$ cat config.mk
export PLATFORM = sky130hd
export DESIGN_NAME = multdiv_top
export DESIGN_NICKNAME = d
export VERILOG_FILES = /design/src/logic/md_op_pkg.sv /design/src/logic/md_width_pkg.sv /design/src/logic/md_unit_if.sv /design/src/logic/multdiv_top.sv /design/src/logic/md_ctrl.sv /design/src/logic/md_div_serial.sv /design/src/logic/md_mult_fast.sv
export SDC_FILE = /design/constraint.sdc
export NUM_CORES = 2
export LEC_CHECK = 0
export BUFFER_PORTS_ARGS = -buffer_cell sky130_fd_sc_hd__buf_2
export CAP_MARGIN = 20
export CORE_AREA = 2 2 319 321
export DETAILED_ROUTE_END_ITERATION = 16
export DIE_AREA = 0 0 321 323
export GPL_TIMING_DRIVEN = 0
export PLACE_DENSITY = 0.41
export REMOVE_ABC_BUFFERS = 1
export SLEW_MARGIN = 20
export SYNTH_ARGS = -nofsm -noshare
export SYNTH_HDL_FRONTEND = slang
export SYNTH_SLANG_ARGS = --single-unit
$ cat constraint.sdc
create_clock -name clk_i -period 16 [get_ports clk_i]
set_clock_uncertainty 0.15 [all_clocks]
set_input_delay 4.8 -clock clk_i [delete_from_list [all_inputs] [get_ports clk_i]]
set_output_delay 4.8 -clock clk_i [all_outputs]
set_load 0.01 [all_outputs]
$ cat src/logic/md_op_pkg.sv
// Operation encoding and operand signedness for the multiply/divide unit.
// Shared by the controller, both arithmetic units and the testbench.

`default_nettype none

package md_op_pkg;

  // Operation requested at the top-level request port
  typedef enum logic [1:0] {
    MD_OP_MULL,
    MD_OP_MULH,
    MD_OP_DIV,
    MD_OP_REM
  } md_op_e;

  // Per-operand signedness
  // Bit 0 marks operand a as signed, bit 1 marks operand b as signed
  typedef logic [1:0] md_sign_t;

  // Bit positions inside md_sign_t
  localparam int SIGN_A_BIT = 0;
  localparam int SIGN_B_BIT = 1;

endpackage

`default_nettype wire

$ cat src/logic/md_width_pkg.sv
// Datapath widths shared by the multiply/divide unit.
// Modules refer to these through scoped names.

`default_nettype none

package md_width_pkg;

  // Operand and result width
  localparam int XLEN = 32;

  // Operand half fed to the 17x17 multiplier
  localparam int HALF_W = 16;

  // MAC result and accumulator, two guard bits above XLEN
  localparam int ACC_W = 34;

  // Division step counter, indexes bits 31 down to 0
  localparam int CNT_W = 5;

endpackage

`default_nettype wire
$ cat src/logic/md_unit_if.sv
// Link between the controller and one arithmetic unit.
// The controller pulses start with stable operands, the unit pulses done
// with its result.

`timescale 1ns/1ns
`default_nettype none

interface md_unit_if;

  // Controller to unit
  logic                             start;
  md_op_pkg::md_op_e                op;
  md_op_pkg::md_sign_t              sign;
  logic [md_width_pkg::XLEN-1:0]    op_a;
  logic [md_width_pkg::XLEN-1:0]    op_b;

  // Unit to controller
  logic                             done;
  logic [md_width_pkg::XLEN-1:0]    result;

  modport ctrl (
    output start,
    output op,
    output sign,
    output op_a,
    output op_b,
    input  done,
    input  result
  );

  modport unit (
    input  start,
    input  op,
    input  sign,
    input  op_a,
    input  op_b,
    output done,
    output result
  );

endinterface

`default_nettype wire

$ cat src/logic/multdiv_top.sv
// Top level of the iterative multiply/divide unit.
// One operation in flight at a time behind valid/ready request and
// response handshakes.

`timescale 1ns/1ns
`default_nettype none

module multdiv_top (
  input  logic                          clk_i,
  input  logic                          rst_ni,

  // Request
  input  logic                          req_valid_i,
  output logic                          req_ready_o,
  input  md_op_pkg::md_op_e             req_op_i,
  input  md_op_pkg::md_sign_t           req_sign_i,
  input  logic [md_width_pkg::XLEN-1:0] req_a_i,
  input  logic [md_width_pkg::XLEN-1:0] req_b_i,

  // Response
  output logic                          rsp_valid_o,
  input  logic                          rsp_ready_i,
  output logic [md_width_pkg::XLEN-1:0] rsp_data_o
);

  md_unit_if mult_bus ();
  md_unit_if div_bus ();

  md_ctrl u_ctrl (
    .clk_i       (clk_i),
    .rst_ni      (rst_ni),
    .req_valid_i (req_valid_i),
    .req_ready_o (req_ready_o),
    .req_op_i    (req_op_i),
    .req_sign_i  (req_sign_i),
    .req_a_i     (req_a_i),
    .req_b_i     (req_b_i),
    .rsp_valid_o (rsp_valid_o),
    .rsp_ready_i (rsp_ready_i),
    .rsp_data_o  (rsp_data_o),
    .mult_bus    (mult_bus.ctrl),
    .div_bus     (div_bus.ctrl)
  );

  // MULL and MULH
  md_mult_fast u_mult (
    .clk_i  (clk_i),
    .rst_ni (rst_ni),
    .bus    (mult_bus.unit)
  );

  // DIV and REM
  md_div_serial u_div (
    .clk_i  (clk_i),
    .rst_ni (rst_ni),
    .bus    (div_bus.unit)
  );

endmodule

`default_nettype wire

$ cat src/logic/md_ctrl.sv
// Request/response front end of the multiply/divide unit.
// Latches one request, starts the matching unit and holds the result
// until the response is taken.

`timescale 1ns/1ns
`default_nettype none

module md_ctrl (
  input  logic                          clk_i,
  input  logic                          rst_ni,
  input  logic                          req_valid_i,
  output logic                          req_ready_o,
  input  md_op_pkg::md_op_e             req_op_i,
  input  md_op_pkg::md_sign_t           req_sign_i,
  input  logic [md_width_pkg::XLEN-1:0] req_a_i,
  input  logic [md_width_pkg::XLEN-1:0] req_b_i,
  output logic                          rsp_valid_o,
  input  logic                          rsp_ready_i,
  output logic [md_width_pkg::XLEN-1:0] rsp_data_o,
  md_unit_if.ctrl                       mult_bus,
  md_unit_if.ctrl                       div_bus
);

  typedef enum logic [1:0] {
    ST_IDLE,
    ST_BUSY,
    ST_RESP
  } ctrl_state_e;

  ctrl_state_e                   state_q;
  ctrl_state_e                   state_d;
  logic                          req_fire;
  logic                          req_is_mult;
  logic                          use_mult_q;
  logic                          mult_start_q;
  logic                          div_start_q;
  md_op_pkg::md_op_e             op_q;
  md_op_pkg::md_sign_t           sign_q;
  logic [md_width_pkg::XLEN-1:0] a_q;
  logic [md_width_pkg::XLEN-1:0] b_q;
  logic                          unit_done;
  logic [md_width_pkg::XLEN-1:0] unit_result;
  logic [md_width_pkg::XLEN-1:0] rsp_data_q;

  assign req_ready_o = (state_q == ST_IDLE);
  assign req_fire    = req_valid_i & req_ready_o;

  // Operation class, the only place that tells multiply from divide
  assign req_is_mult = (req_op_i == md_op_pkg::MD_OP_MULL) ||
                       (req_op_i == md_op_pkg::MD_OP_MULH);

  assign unit_done   = use_mult_q ? mult_bus.done : div_bus.done;
  assign unit_result = use_mult_q ? mult_bus.result : div_bus.result;

  always_comb begin
    state_d = state_q;
    case (state_q)
      ST_IDLE: if (req_fire) state_d = ST_BUSY;
      ST_BUSY: if (unit_done) state_d = ST_RESP;
      ST_RESP: if (rsp_ready_i) state_d = ST_IDLE;
      default: state_d = ST_IDLE;
    endcase
  end

  always_ff @(posedge clk_i) begin
    if (!rst_ni) begin
      state_q      <= ST_IDLE;
      use_mult_q   <= 1'b0;
      mult_start_q <= 1'b0;
      div_start_q  <= 1'b0;
    end else begin
      state_q      <= state_d;
      mult_start_q <= req_fire & req_is_mult;
      div_start_q  <= req_fire & ~req_is_mult;
      if (req_fire) begin
        use_mult_q <= req_is_mult;
      end
    end
  end

  // Operands stay put from start until done, response holds under back-pressure
  always_ff @(posedge clk_i) begin
    if (req_fire) begin
      op_q   <= req_op_i;
      sign_q <= req_sign_i;
      a_q    <= req_a_i;
      b_q    <= req_b_i;
    end
    if ((state_q == ST_BUSY) && unit_done) begin
      rsp_data_q <= unit_result;
    end
  end

  assign rsp_valid_o = (state_q == ST_RESP);
  assign rsp_data_o  = rsp_data_q;

  assign mult_bus.start = mult_start_q;
  assign mult_bus.op    = op_q;
  assign mult_bus.sign  = sign_q;
  assign mult_bus.op_a  = a_q;
  assign mult_bus.op_b  = b_q;

  assign div_bus.start  = div_start_q;
  assign div_bus.op     = op_q;
  assign div_bus.sign   = sign_q;
  assign div_bus.op_a   = a_q;
  assign div_bus.op_b   = b_q;

endmodule

`default_nettype wire

$ cat src/logic/md_div_serial.sv
// Restoring long divider for DIV and REM.
// Works on absolute values for 32 steps and fixes the sign at the end;
// a zero divisor returns early with the RISC-V defined result.

`timescale 1ns/1ns
`default_nettype none

module md_div_serial (
  input  logic   clk_i,
  input  logic   rst_ni,
  md_unit_if.unit bus
);

  typedef enum logic [2:0] {
    DV_IDLE,
    DV_ABS_A,
    DV_ABS_B,
    DV_COMP,
    DV_LAST,
    DV_SIGN,
    DV_FINISH
  } div_state_e;

  div_state_e                      state_q;
  div_state_e                      state_d;
  logic [md_width_pkg::CNT_W-1:0]  cnt_q;
  logic [md_width_pkg::CNT_W-1:0]  cnt_d;
  logic [md_width_pkg::CNT_W-1:0]  cnt_dec;
  logic                            dbz_q;
  logic                            dbz_d;
  logic [md_width_pkg::XLEN-1:0]   rem_q;
  logic [md_width_pkg::XLEN-1:0]   rem_d;
  logic [md_width_pkg::XLEN-1:0]   quot_q;
  logic [md_width_pkg::XLEN-1:0]   quot_d;
  logic [md_width_pkg::XLEN-1:0]   num_q;
  logic [md_width_pkg::XLEN-1:0]   num_d;
  logic [md_width_pkg::XLEN-1:0]   den_q;
  logic [md_width_pkg::XLEN-1:0]   den_d;
  logic [md_width_pkg::XLEN-1:0]   sub_a;
  logic [md_width_pkg::XLEN-1:0]   sub_b;
  logic [md_width_pkg::XLEN:0]     sub_res;
  logic [md_width_pkg::XLEN-1:0]   next_rem;
  logic                            is_ge;
  logic                            is_div;
  logic                            sign_a;
  logic                            sign_b;
  logic                            change_sign;

  assign is_div = (bus.op == md_op_pkg::MD_OP_DIV);
  assign sign_a = bus.sign[md_op_pkg::SIGN_A_BIT] & bus.op_a[md_width_pkg::XLEN-1];
  assign sign_b = bus.sign[md_op_pkg::SIGN_B_BIT] & bus.op_b[md_width_pkg::XLEN-1];

  // Quotient is negated when the signs differ, remainder follows a
  assign change_sign = is_div ? (sign_a ^ sign_b) : sign_a;

  // Shared subtractor, the extra top bit is the borrow
  assign sub_res  = {1'b0, sub_a} - {1'b0, sub_b};
  assign is_ge    = ~sub_res[md_width_pkg::XLEN];
  assign next_rem = is_ge ? sub_res[md_width_pkg::XLEN-1:0] : rem_q;
  assign cnt_dec  = cnt_q - 1'b1;

  always_comb begin
    state_d = state_q;
    cnt_d   = cnt_q;
    dbz_d   = dbz_q;
    rem_d   = rem_q;
    quot_d  = quot_q;
    num_d   = num_q;
    den_d   = den_q;
    sub_a   = '0;
    sub_b   = rem_q;
    case (state_q)
      DV_IDLE: begin
        if (bus.start) begin
          // Preload the divide-by-zero answer
          dbz_d   = (bus.op_b == '0);
          rem_d   = is_div ? '1 : bus.op_a;
          state_d = DV_ABS_A;
        end
      end
      DV_ABS_A: begin
        sub_b   = bus.op_a;
        num_d   = sign_a ? sub_res[md_width_pkg::XLEN-1:0] : bus.op_a;
        quot_d  = '0;
        state_d = dbz_q ? DV_FINISH : DV_ABS_B;
      end
      DV_ABS_B: begin
        sub_b   = bus.op_b;
        den_d   = sign_b ? sub_res[md_width_pkg::XLEN-1:0] : bus.op_b;
        rem_d   = {{(md_width_pkg::XLEN-1){1'b0}}, num_q[md_width_pkg::XLEN-1]};
        cnt_d   = '1;
        state_d = DV_COMP;
      end
      DV_COMP: begin
        sub_a   = rem_q;
        sub_b   = den_q;
        quot_d  = {quot_q[md_width_pkg::XLEN-2:0], is_ge};
        // Remainder stays below the divisor, so its top bit is free for the shift
        rem_d   = {next_rem[md_width_pkg::XLEN-2:0], num_q[cnt_dec]};
        cnt_d   = cnt_dec;
        state_d = (cnt_q == 1) ? DV_LAST : DV_COMP;
      end
      DV_LAST: begin
        sub_a   = rem_q;
        sub_b   = den_q;
        rem_d   = is_div ? {quot_q[md_width_pkg::XLEN-2:0], is_ge} : next_rem;
        state_d = DV_SIGN;
      end
      DV_SIGN: begin
        rem_d   = change_sign ? sub_res[md_width_pkg::XLEN-1:0] : rem_q;
        state_d = DV_FINISH;
      end
      DV_FINISH: state_d = DV_IDLE;
      default:   state_d = DV_IDLE;
    endcase
  end

  always_ff @(posedge clk_i) begin
    if (!rst_ni) begin
      state_q <= DV_IDLE;
      cnt_q   <= '0;
      dbz_q   <= 1'b0;
    end else begin
      state_q <= state_d;
      cnt_q   <= cnt_d;
      dbz_q   <= dbz_d;
    end
  end

  always_ff @(posedge clk_i) begin
    rem_q  <= rem_d;
    quot_q <= quot_d;
    num_q  <= num_d;
    den_q  <= den_d;
  end

  assign bus.done   = (state_q == DV_FINISH);
  assign bus.result = rem_q;

endmodule

`default_nettype wire

$ cat src/logic/md_mult_fast.sv
// Iterative multiplier built around one signed 17x17 multiply-accumulate.
// MULL finishes after three partial products, MULH after four.

`timescale 1ns/1ns
`default_nettype none

module md_mult_fast (
  input  logic   clk_i,
  input  logic   rst_ni,
  md_unit_if.unit bus
);

  typedef enum logic [1:0] {
    ALBL,
    ALBH,
    AHBL,
    AHBH
  } mult_state_e;

  mult_state_e                             state_q;
  mult_state_e                             state_d;
  logic [md_width_pkg::HALF_W-1:0]         mult_op_a;
  logic [md_width_pkg::HALF_W-1:0]         mult_op_b;
  logic                                    mult_sign_a;
  logic                                    mult_sign_b;
  logic [md_width_pkg::ACC_W-1:0]          accum;
  logic signed [md_width_pkg::ACC_W-1:0]   mac_res;
  logic [md_width_pkg::ACC_W-1:0]          acc_q;
  logic [md_width_pkg::ACC_W-1:0]          acc_d;
  logic [md_width_pkg::ACC_W-md_width_pkg::HALF_W-1:0] acc_shr;
  logic                                    signed_mult;
  logic                                    is_mull;
  logic                                    done_q;
  logic                                    done_d;

  assign is_mull     = (bus.op == md_op_pkg::MD_OP_MULL);
  assign signed_mult = (bus.sign != 2'b00);

  // Carry of the low partial product, always unsigned
  assign acc_shr = {{(md_width_pkg::ACC_W - 2 * md_width_pkg::HALF_W){1'b0}},
                    acc_q[2*md_width_pkg::HALF_W-1:md_width_pkg::HALF_W]};

  // Top two bits of the sum always agree, so the 34-bit wrap is harmless
  assign mac_res = $signed({mult_sign_a, mult_op_a}) * $signed({mult_sign_b, mult_op_b}) +
                   $signed(accum);

  always_comb begin
    mult_op_a   = bus.op_a[md_width_pkg::HALF_W-1:0];
    mult_op_b   = bus.op_b[md_width_pkg::HALF_W-1:0];
    mult_sign_a = 1'b0;
    mult_sign_b = 1'b0;
    accum       = '0;
    acc_d       = acc_q;
    state_d     = state_q;
    done_d      = 1'b0;
    case (state_q)
      ALBL: begin
        // Also the idle state, waits here for start
        if (bus.start) begin
          acc_d   = mac_res;
          state_d = ALBH;
        end
      end
      ALBH: begin
        mult_op_b   = bus.op_b[md_width_pkg::XLEN-1:md_width_pkg::HALF_W];
        mult_sign_b = bus.sign[md_op_pkg::SIGN_B_BIT] & bus.op_b[md_width_pkg::XLEN-1];
        accum       = acc_shr;
        if (is_mull) begin
          acc_d = {2'b00, mac_res[md_width_pkg::HALF_W-1:0],
                   acc_q[md_width_pkg::HALF_W-1:0]};
        end else begin
          acc_d = mac_res;
        end
        state_d = AHBL;
      end
      AHBL: begin
        mult_op_a   = bus.op_a[md_width_pkg::XLEN-1:md_width_pkg::HALF_W];
        mult_sign_a = bus.sign[md_op_pkg::SIGN_A_BIT] & bus.op_a[md_width_pkg::XLEN-1];
        if (is_mull) begin
          // Low word complete, upper bits are never needed
          accum   = acc_shr;
          acc_d   = {2'b00, mac_res[md_width_pkg::HALF_W-1:0],
                     acc_q[md_width_pkg::HALF_W-1:0]};
          done_d  = 1'b1;
          state_d = ALBL;
        end else begin
          accum   = acc_q;
          acc_d   = mac_res;
          state_d = AHBH;
        end
      end
      AHBH: begin
        mult_op_a   = bus.op_a[md_width_pkg::XLEN-1:md_width_pkg::HALF_W];
        mult_op_b   = bus.op_b[md_width_pkg::XLEN-1:md_width_pkg::HALF_W];
        mult_sign_a = bus.sign[md_op_pkg::SIGN_A_BIT] & bus.op_a[md_width_pkg::XLEN-1];
        mult_sign_b = bus.sign[md_op_pkg::SIGN_B_BIT] & bus.op_b[md_width_pkg::XLEN-1];
        accum   = {{md_width_pkg::HALF_W{signed_mult & acc_q[md_width_pkg::ACC_W-1]}},
                   acc_q[md_width_pkg::ACC_W-1:md_width_pkg::HALF_W]};
        acc_d   = mac_res;
        done_d  = 1'b1;
        state_d = ALBL;
      end
      default: state_d = ALBL;
    endcase
  end

  always_ff @(posedge clk_i) begin
    if (!rst_ni) begin
      state_q <= ALBL;
      done_q  <= 1'b0;
    end else begin
      state_q <= state_d;
      done_q  <= done_d;
    end
  end

  always_ff @(posedge clk_i) begin
    acc_q <= acc_d;
  end

  assign bus.done   = done_q;
  assign bus.result = acc_q[md_width_pkg::XLEN-1:0];

endmodule

`default_nettype wire

# == Word level (Yosys, flattened, before mapping) ==
# Cells that the tools add are included.
# word_totals
regBits,278
out_inout_bits,34
# classes
addsub,3
multipliers,1
n_lt_le_gt_ge,1
eq_ne,22
mux,39
n_bitwise,9
reduce_logical,21
# op_table
op,count
$mux W32,9
$pmux W34 S3,2
$pmux W32 S5,1
$mux W34,3
$pmux W32 S3,1
$pmux W31 S2,1
$add A34 B34 Y34,1
$mul A17 B17 Y34,1
$sub A32 B32 Y33,1
$logic_not A32 Y1,1
$mux W16,2
$pmux W3 S6,1
$mux W2,5
$pmux W5 S2,1
$eq A3 B3 Y1 const B,3
$mux W3,3
$eq A2 B2 Y1 const B,4
$logic_not A2 Y1,4
$ne A2 B2 Y1 const B,4
$pmux W2 S4,1
$reduce_or A2 Y1,4
$and A1 B1 Y1,6
$eq A2 B1 Y1 const B,3
$eq A3 B2 Y1 const B,2
other kinds (20),32

# == Logic depth before layout (Yosys ltp) ==
# depth
depth_word,7
depth_mapped,31

# == Modules after synthesis ==
# From an unflattened synthesis, not the netlist that was laid out.
# hier_totals
hier_cells,2997
area_unflattened_um2,29854.9
# by_module_without_submodules
module,n_inst,cells_per_inst,area_per_inst_um2
md_mult_fast,1,1660,14895.5
md_div_serial,1,1113,10687.8
md_ctrl,1,224,4271.6

# == Least setup slack after synthesis ==
# No wires, ideal clock.
# synth_timing
path_kind,reg-to-reg
from,reg u_mult.state_q[0]
to,reg u_mult.acc_q[22] (netlist name) (data pin)
setup_ns,0.256
t_arrival_ns,8.522
path_slack_ns,7.072
path_stages_with_launch,29
synth_period_minus_slack_ns,8.928
path_cell_list,dfxtp_1 -> buf_1 -> clkbuf_1 -> inv_1 -> ha_1 -> nor2_1 -> clkbuf_1 -> mux2i_1 -> nor2_1 -> fa_1 -> inv_1 -> fa_1 -> fa_1 -> inv_1 -> fa_1 -> fa_1 -> inv_1 -> fa_1 -> inv_1 -> ha_1 -> a21o_1 -> a21o_1 -> a2111oi_0 -> o21ai_0 -> o21a_1 -> o31ai_1 -> a21boi_0 -> or3_1 -> a31o_2
# synth_via
elab_chain_cells,7
elab_cells_between_ends,17
classes_between,1 x add/sub; 1 x mul; 3 x eq/ne; 8 x mux; 4 x reduce/logical
# synth_rtl
item,line,text
"start, declared",md_mult_fast.sv:20,mult_state_e state_q;
"start signal, assigned",md_mult_fast.sv:112,state_q <= state_d;
$eq A2 B2 Y1 / $eq A2 B1 Y1 (equally long branches),md_mult_fast.sv:56,case (state_q)
$reduce_or A2 Y1 (no source line),--,
$mux W16 / $mux W1 (equally long branches),--,
$mul A17 B17 Y34,md_mult_fast.sv:44,"assign mac_res = $signed({mult_sign_a, mult_op_a}) * $signed({mult_sign_b, mult_op_b}) +"
$add A34 B34 Y34,md_mult_fast.sv:44,
"$mux W34, on equally long branches","md_mult_fast.sv:68, md_mult_fast.sv:79, md_mult_fast.sv:59",
$pmux W34 S3 (*),md_mult_fast.sv:56,
via u_mult.acc_d (one bit),md_mult_fast.sv:29,logic [md_width_pkg::ACC_W-1:0] acc_d;
"end signal, assigned",md_mult_fast.sv:118,acc_q <= acc_d;
"end, declared",md_mult_fast.sv:28,logic [md_width_pkg::ACC_W-1:0] acc_q;
# The timed path passes the listed nets; every way through them passes the cells marked *. The select of a mux whose other input is x is not followed.
# A chain may end at the register's enable or synchronous reset.

# == Worst setup path after layout ==
# layout_timing
from,reg u_mult.state_q[0]
to,reg u_mult.acc_q[23] (netlist name) (data pin)
# The elaborated chain is that of the path after synthesis.

==> impl_results.html <==
<table>
<tr><th>Metric</th><th>Value</th></tr>
<tr><th colspan="2">GRT</th></tr>
<tr><td>Antenna violations before repair</td><td>6</td></tr>
<tr><td>Combined global-route utilization of all metal layers</td><td>21.3%</td></tr>
<tr><td>Wire length of the first global-routing pass</td><td>161000 µm</td></tr>
<tr><td>Pin count of the biggest net entering global routing</td><td>66</td></tr>
<tr><td>Met3 global-route usage</td><td>2.46%</td></tr>
<tr><td>Via count of the first global-routing pass</td><td>23200</td></tr>
<tr><td>Layer with the highest usage</td><td>met2</td></tr>
<tr><td>GR met2 Demand/Resource</td><td>35.8%</td></tr>
<tr><td>Met1 track demand over resource in global routing</td><td>28.0%</td></tr>
<tr><td>GRT Residual Overflow</td><td>0</td></tr>
<tr><th colspan="2">CTS</th></tr>
<tr><td>Hold-fix buffers at CTS</td><td>0</td></tr>
<tr><td>CTS Buffer Depth</td><td>3</td></tr>
<tr><td>Total number of clock tree sinks</td><td>278</td></tr>
<tr><td>Post-CTS setup repair buffer count</td><td>0</td></tr>
<tr><td>Later-pin clock latency in the skew report</td><td>0.58 ns</td></tr>
<tr><td>Cell chosen for the clock root</td><td>clkbuf_16</td></tr>
<tr><td>Clock tree from TritonCTS</td><td>built</td></tr>
<tr><td>CTS Buf Count</td><td>37</td></tr>
<tr><td>Clock-pin slew of the registers on the worst-case setup and hold paths</td><td>0.06 ns</td></tr>
<tr><td>Clock H-tree levels</td><td>2</td></tr>
<tr><td>Cells resized by post-CTS repair</td><td>0</td></tr>
<tr><th colspan="2">Final layout</th></tr>
<tr><td>Total Nets Final</td><td>3543</td></tr>
<tr><td>Syn-to-layout area delta</td><td>13.0%</td></tr>
<tr><td>Final core occ</td><td>32.5%</td></tr>
<tr><td>Filler instances</td><td>10400</td></tr>
<tr><td>Fraction of layout cells with a size suffix above 1</td><td>13.3%</td></tr>
<tr><th colspan="2">Routing</th></tr>
<tr><td>WL/cell</td><td>25.2 µm</td></tr>
<tr><td>Drt drc</td><td>0</td></tr>
<tr><td>Final ANT Viol Nets</td><td>0</td></tr>
<tr><td>Iteration-0 DRC count of the detailed router</td><td>1813</td></tr>
<tr><td>Vias per cell</td><td>5.15</td></tr>
<tr><td>DR vias</td><td>22300</td></tr>
<tr><td>Pre-antenna DRT Iters</td><td>6</td></tr>
<tr><td>Total routed wirelength</td><td>109000 µm</td></tr>
<tr><th colspan="2">Logic synthesis</th></tr>
<tr><td>Proportion of synthesized flip-flops having asynchronous set or reset</td><td>0%</td></tr>
<tr><td>Post-synthesis sequential element count</td><td>278</td></tr>
<tr><td>Number of cells produced by synthesis</td><td>2943</td></tr>
<tr><td>Post-synthesis compound-gate area fraction</td><td>11.2%</td></tr>
<tr><td>Number of synthesized flops with an enable pin</td><td>261</td></tr>
<tr><td>Netlist cell types</td><td>78</td></tr>
<tr><td>Dominant combinational cell family by area after synthesis</td><td>adder cells</td></tr>
<tr><td>Primary flip-flop cell chosen by synthesis mapping</td><td>edfxtp_1</td></tr>
<tr><td>Portion of netlist area occupied by mux cells</td><td>8.36%</td></tr>
<tr><td>Post-synthesis xor/xnor area fraction</td><td>1.88%</td></tr>
<tr><td>Simple-gate share of the synthesized area</td><td>12.6%</td></tr>
<tr><td>Share of synthesized cell area in full adder, half adder and majority cells</td><td>29.6%</td></tr>
<tr><td>Synth Cell Area</td><td>28900 µm²</td></tr>
<tr><td>Seq/Total Area, Yosys</td><td>28.3%</td></tr>
<tr><td>Avg Synthesized Cell Area</td><td>9.83 µm²</td></tr>
<tr><td>Number of warning messages in the yosys log</td><td>0</td></tr>
<tr><th colspan="2">Worst setup path</th></tr>
<tr><td>Reg2reg end</td><td>u_mult.acc_q[23]</td></tr>
<tr><td>Crit path capture</td><td>u_mult.acc_q[23]</td></tr>
<tr><td>Highest fanout seen on the critical path</td><td>22</td></tr>
<tr><td>Launch point of the worst path</td><td>u_mult.state_q[0]</td></tr>
<tr><td>Start of the worst register-to-register path</td><td>u_mult.state_q[0]</td></tr>
<tr><td>Setup crit end kind</td><td>flip-flop</td></tr>
<tr><td>FF-to-FF path depth</td><td>25</td></tr>
<tr><td>Setup slack of the worst register-to-register path</td><td>6.64 ns</td></tr>
<tr><td>Critical path launch point type</td><td>flip-flop</td></tr>
<tr><td>CP arrival</td><td>9.49 ns</td></tr>
<tr><td>Critical path type</td><td>flip-flop to flip-flop</td></tr>
<tr><td>Data required time of the critical path</td><td>16.13 ns</td></tr>
<tr><th colspan="2">Timing</th></tr>
<tr><td>Count of endpoints failing setup in the final report</td><td>0</td></tr>
<tr><td>Portion of the clock cycle consumed by the worst path in the final layout</td><td>58.5%</td></tr>
<tr><td>Final count of hold timing violations</td><td>0</td></tr>
<tr><td>Unrepaired setup endpoints after global routing</td><td>no</td></tr>
<tr><td>Transition at the pin with the smallest max-transition slack</td><td>1.12 ns</td></tr>
<tr><td>Achievable Freq</td><td>107 MHz</td></tr>
<tr><td>Slew headroom</td><td>23.5%</td></tr>
<tr><td>Number of max-slew violations in the final report</td><td>0</td></tr>
<tr><td>Sum of negative setup slack</td><td>0 ns</td></tr>
<tr><td>Final worst path period need</td><td>9.36 ns</td></tr>
<tr><th colspan="2">Floorplanning</th></tr>
<tr><td>Core region area</td><td>101000 µm²</td></tr>
<tr><td>Core Rows</td><td>117</td></tr>
<tr><td>Die width</td><td>321 µm</td></tr>
<tr><td>Chip Height</td><td>323 µm</td></tr>
<tr><td>Number of placed I/O pins</td><td>106</td></tr>
<tr><td>Initial Utilization</td><td>28.7%</td></tr>
<tr><td>Die area</td><td>104000 µm²</td></tr>
<tr><th colspan="2">Place</th></tr>
<tr><td>Input/output buffers</td><td>105</td></tr>
<tr><td>Routability congestion estimate from global placement</td><td>0.901</td></tr>
<tr><td>Final HPWL DP</td><td>87700 µm</td></tr>
<tr><th colspan="2">Min path</th></tr>
<tr><td>Hold Path Class</td><td>flip-flop to flip-flop</td></tr>
<tr><td>Startpoint of the tightest hold check path</td><td>u_ctrl.state_q[1]</td></tr>
<tr><th colspan="2">Run status</th></tr>
<tr><td>Status</td><td>complete, no violations</td></tr>
<tr><th colspan="2">Flow run</th></tr>
<tr><td>Number of max-cap violations</td><td>0</td></tr>
</table>
[through the flow]
| step | cell area (µm²) | std cells | hold slack [ns] | worst slack (ns) |
|---|---|---|---|---|
| 6_report | 32700 | 4330 | 0.327 | 6.64 |
| 5_1_grt | 32700 | 4327 | 0.370 | 6.07 |
| 4_1_cts | 32600 | 4324 | 0.327 | 6.61 |
| 3_5_place_dp | 31400 | 4257 | 0.322 | 6.64 |
| 3_3_place_gp | 30600 | 4225 | 0.303 | 0.698 |
| 2_1_floorplan | 28400 | 2811 | 0.287 | 6.14 |
[routing by layer]
layer | part of all wire (%) | routed length (µm) | vias up
met2 | 48 | 52900 | 688
met4 | 4.1 | 4460 | 0
met5 | 0 | 0 | -
li1 | - | - | 9941
met1 | 43 | 46600 | 11500
met3 | 4.8 | 5260 | 165
[critical path, cell delays in order (launching register included)]
cell and delay [ns]:
dfxtp_2 0.55, inv_1 0.15, ha_1 0.30, nor2_4 0.58, buf_12 0.27, mux2i_1 0.93, nor2_1 0.16, fa_1 0.59
inv_1 0.05, fa_1 0.46, fa_1 0.51, inv_1 0.05, fa_1 0.55, fa_1 0.51, inv_1 0.05, fa_1 0.49
inv_1 0.04, ha_1 0.36, nand2_1 0.12, or3_1 0.38, o21ai_0 0.67, a211oi_1 0.24, o21ai_0 0.30, a31oi_1 0.15
xor2_1 0.29, o21ai_0 0.12
[Yosys cell counts (all sizes together) (6+ instances only)]
cell type	n	area, µm²
o211ai	14	105
a21oi	111	556
or2	14	87.6
xor2	17	149
nor2b	13	88.8
a21o	31	234
o21bai	14	105
a31oi	13	96.3
a211o	10	88.8
nand2	296	1110
fa	340	6810
nand3	54	270
buf	26	121
and2	48	300
a211oi	13	97.6
nand4	7	43.8
and3	39	244
o221ai	6	52.6
nor4	13	81.3
xnor2	45	394
edfxtp	261	7840
ha	141	1760
mux2	81	912
nor2	269	1010
nand2b	19	119
a21boi	7	52.6
o21ai	184	921
a22oi	18	135
or3	13	81.3
o22a	10	87.6
mux4	42	946
o21a	19	143
inv	485	1820
dfxtp	17	340
clkbuf	106	398
o31ai	6	45.0
mux2i	56	561
nor3	19	95.1
[placed cells by master, fill, tap and decap left out, types with 12 or more instances in the layout]
| cell | synthesis | routed |
|---|---|---|
| a31oi_1 | 12 | 12 |
| o21ai_0 | 181 | 181 |
| nand2b_1 | 19 | 17 |
| or2_2 | 14 | 14 |
| nor4_1 | 13 | 12 |
| a211oi_1 | 13 | 13 |
| o211ai_1 | 14 | 14 |
| mux2i_1 | 56 | 39 |
| o21bai_1 | 14 | 14 |
| inv_1 | 485 | 485 |
| mux2i_2 | 0 | 13 |
| ha_1 | 141 | 140 |
| or3_1 | 13 | 13 |
| o21a_1 | 19 | 19 |
| dfxtp_1 | 17 | 12 |
| mux4_2 | 42 | 42 |
| fa_1 | 340 | 340 |
| nor2_1 | 269 | 262 |
| nand3_1 | 54 | 54 |
| mux2_2 | 81 | 81 |
| and2_1 | 48 | 46 |
| clkbuf_16 | 0 | 37 |
| nor3_1 | 19 | 18 |
| xor2_1 | 17 | 17 |
| nand2_1 | 295 | 288 |
| buf_16 | 0 | 13 |
| a21oi_1 | 111 | 110 |
| and3_1 | 39 | 39 |
| edfxtp_1 | 261 | 261 |
| xnor2_1 | 45 | 45 |
| a21o_1 | 30 | 30 |
| a22oi_1 | 18 | 18 |
| buf_2 | 7 | 105 |
[worst min-delay path by stage]
| stage | endpoint | slack (ns) | cells past startpoint |
|---|---|---|---|
| 2_1_floorplan | u_ctrl.state_q[0] | 0.29 | 1 |
| 3_5_place_dp | u_ctrl.state_q[0] | 0.32 | 1 |
| 3_3_place_gp | u_ctrl.state_q[0] | 0.30 | 1 |
| 5_1_grt | u_ctrl.state_q[0] | 0.37 | 1 |
| 4_1_cts | u_ctrl.state_q[0] | 0.33 | 1 |
| 6_report | u_ctrl.state_q[0] | 0.33 | 1 |
[kinds of logic (layout without fill, tap and decap cells)]
logic type,after synthesis,after routing
compound gates,511,511
mux,179,179
fa+ha+maj,481,481
buf+inv,617,692
other cells,0,3
simple gates,815,815
xor+xnor,62,62
flops,278,278
[sequential cells by signal, summed over array words and instances (netlist names)]
name	count
u_mult.acc_q	34
u_ctrl.div_bus.op_a	32
u_ctrl.div_bus.op_b	32
u_ctrl.rsp_data_o	32
u_div.bus.result	32
u_div.den_q	32
u_div.num_q	32
u_div.quot_q	31
u_div.cnt_q	5
u_div.state_q	3
u_ctrl.div_bus.op	2
u_ctrl.div_bus.sign	2
u_ctrl.state_q	2
u_mult.state_q	2
u_ctrl.div_bus.start	1
u_ctrl.mult_bus.start	1
u_ctrl.use_mult_q	1
u_div.dbz_q	1
u_mult.bus.done	1
[layout make-up]
class / count / area (µm²) / share of cell area (%)
Multi-Input combinational cell: 2048 / 18600 / 57.0
Sequential cell: 278 / 8190 / 25.1
Inverter: 485 / 1820 / 5.57
Tap cell: 1309 / 1640 / 5.01
Timing Repair Buffer: 140 / 1130 / 3.47
Clock buffer: 43 / 948 / 2.90
Clock inverter: 24 / 313 / 0.957
Antenna cell: 3 / 7.51 / 0.0230
Power is left out: the tool's default activity adds up to more than one toggle a clock period on the data nets, which glitch-free logic cannot reach.
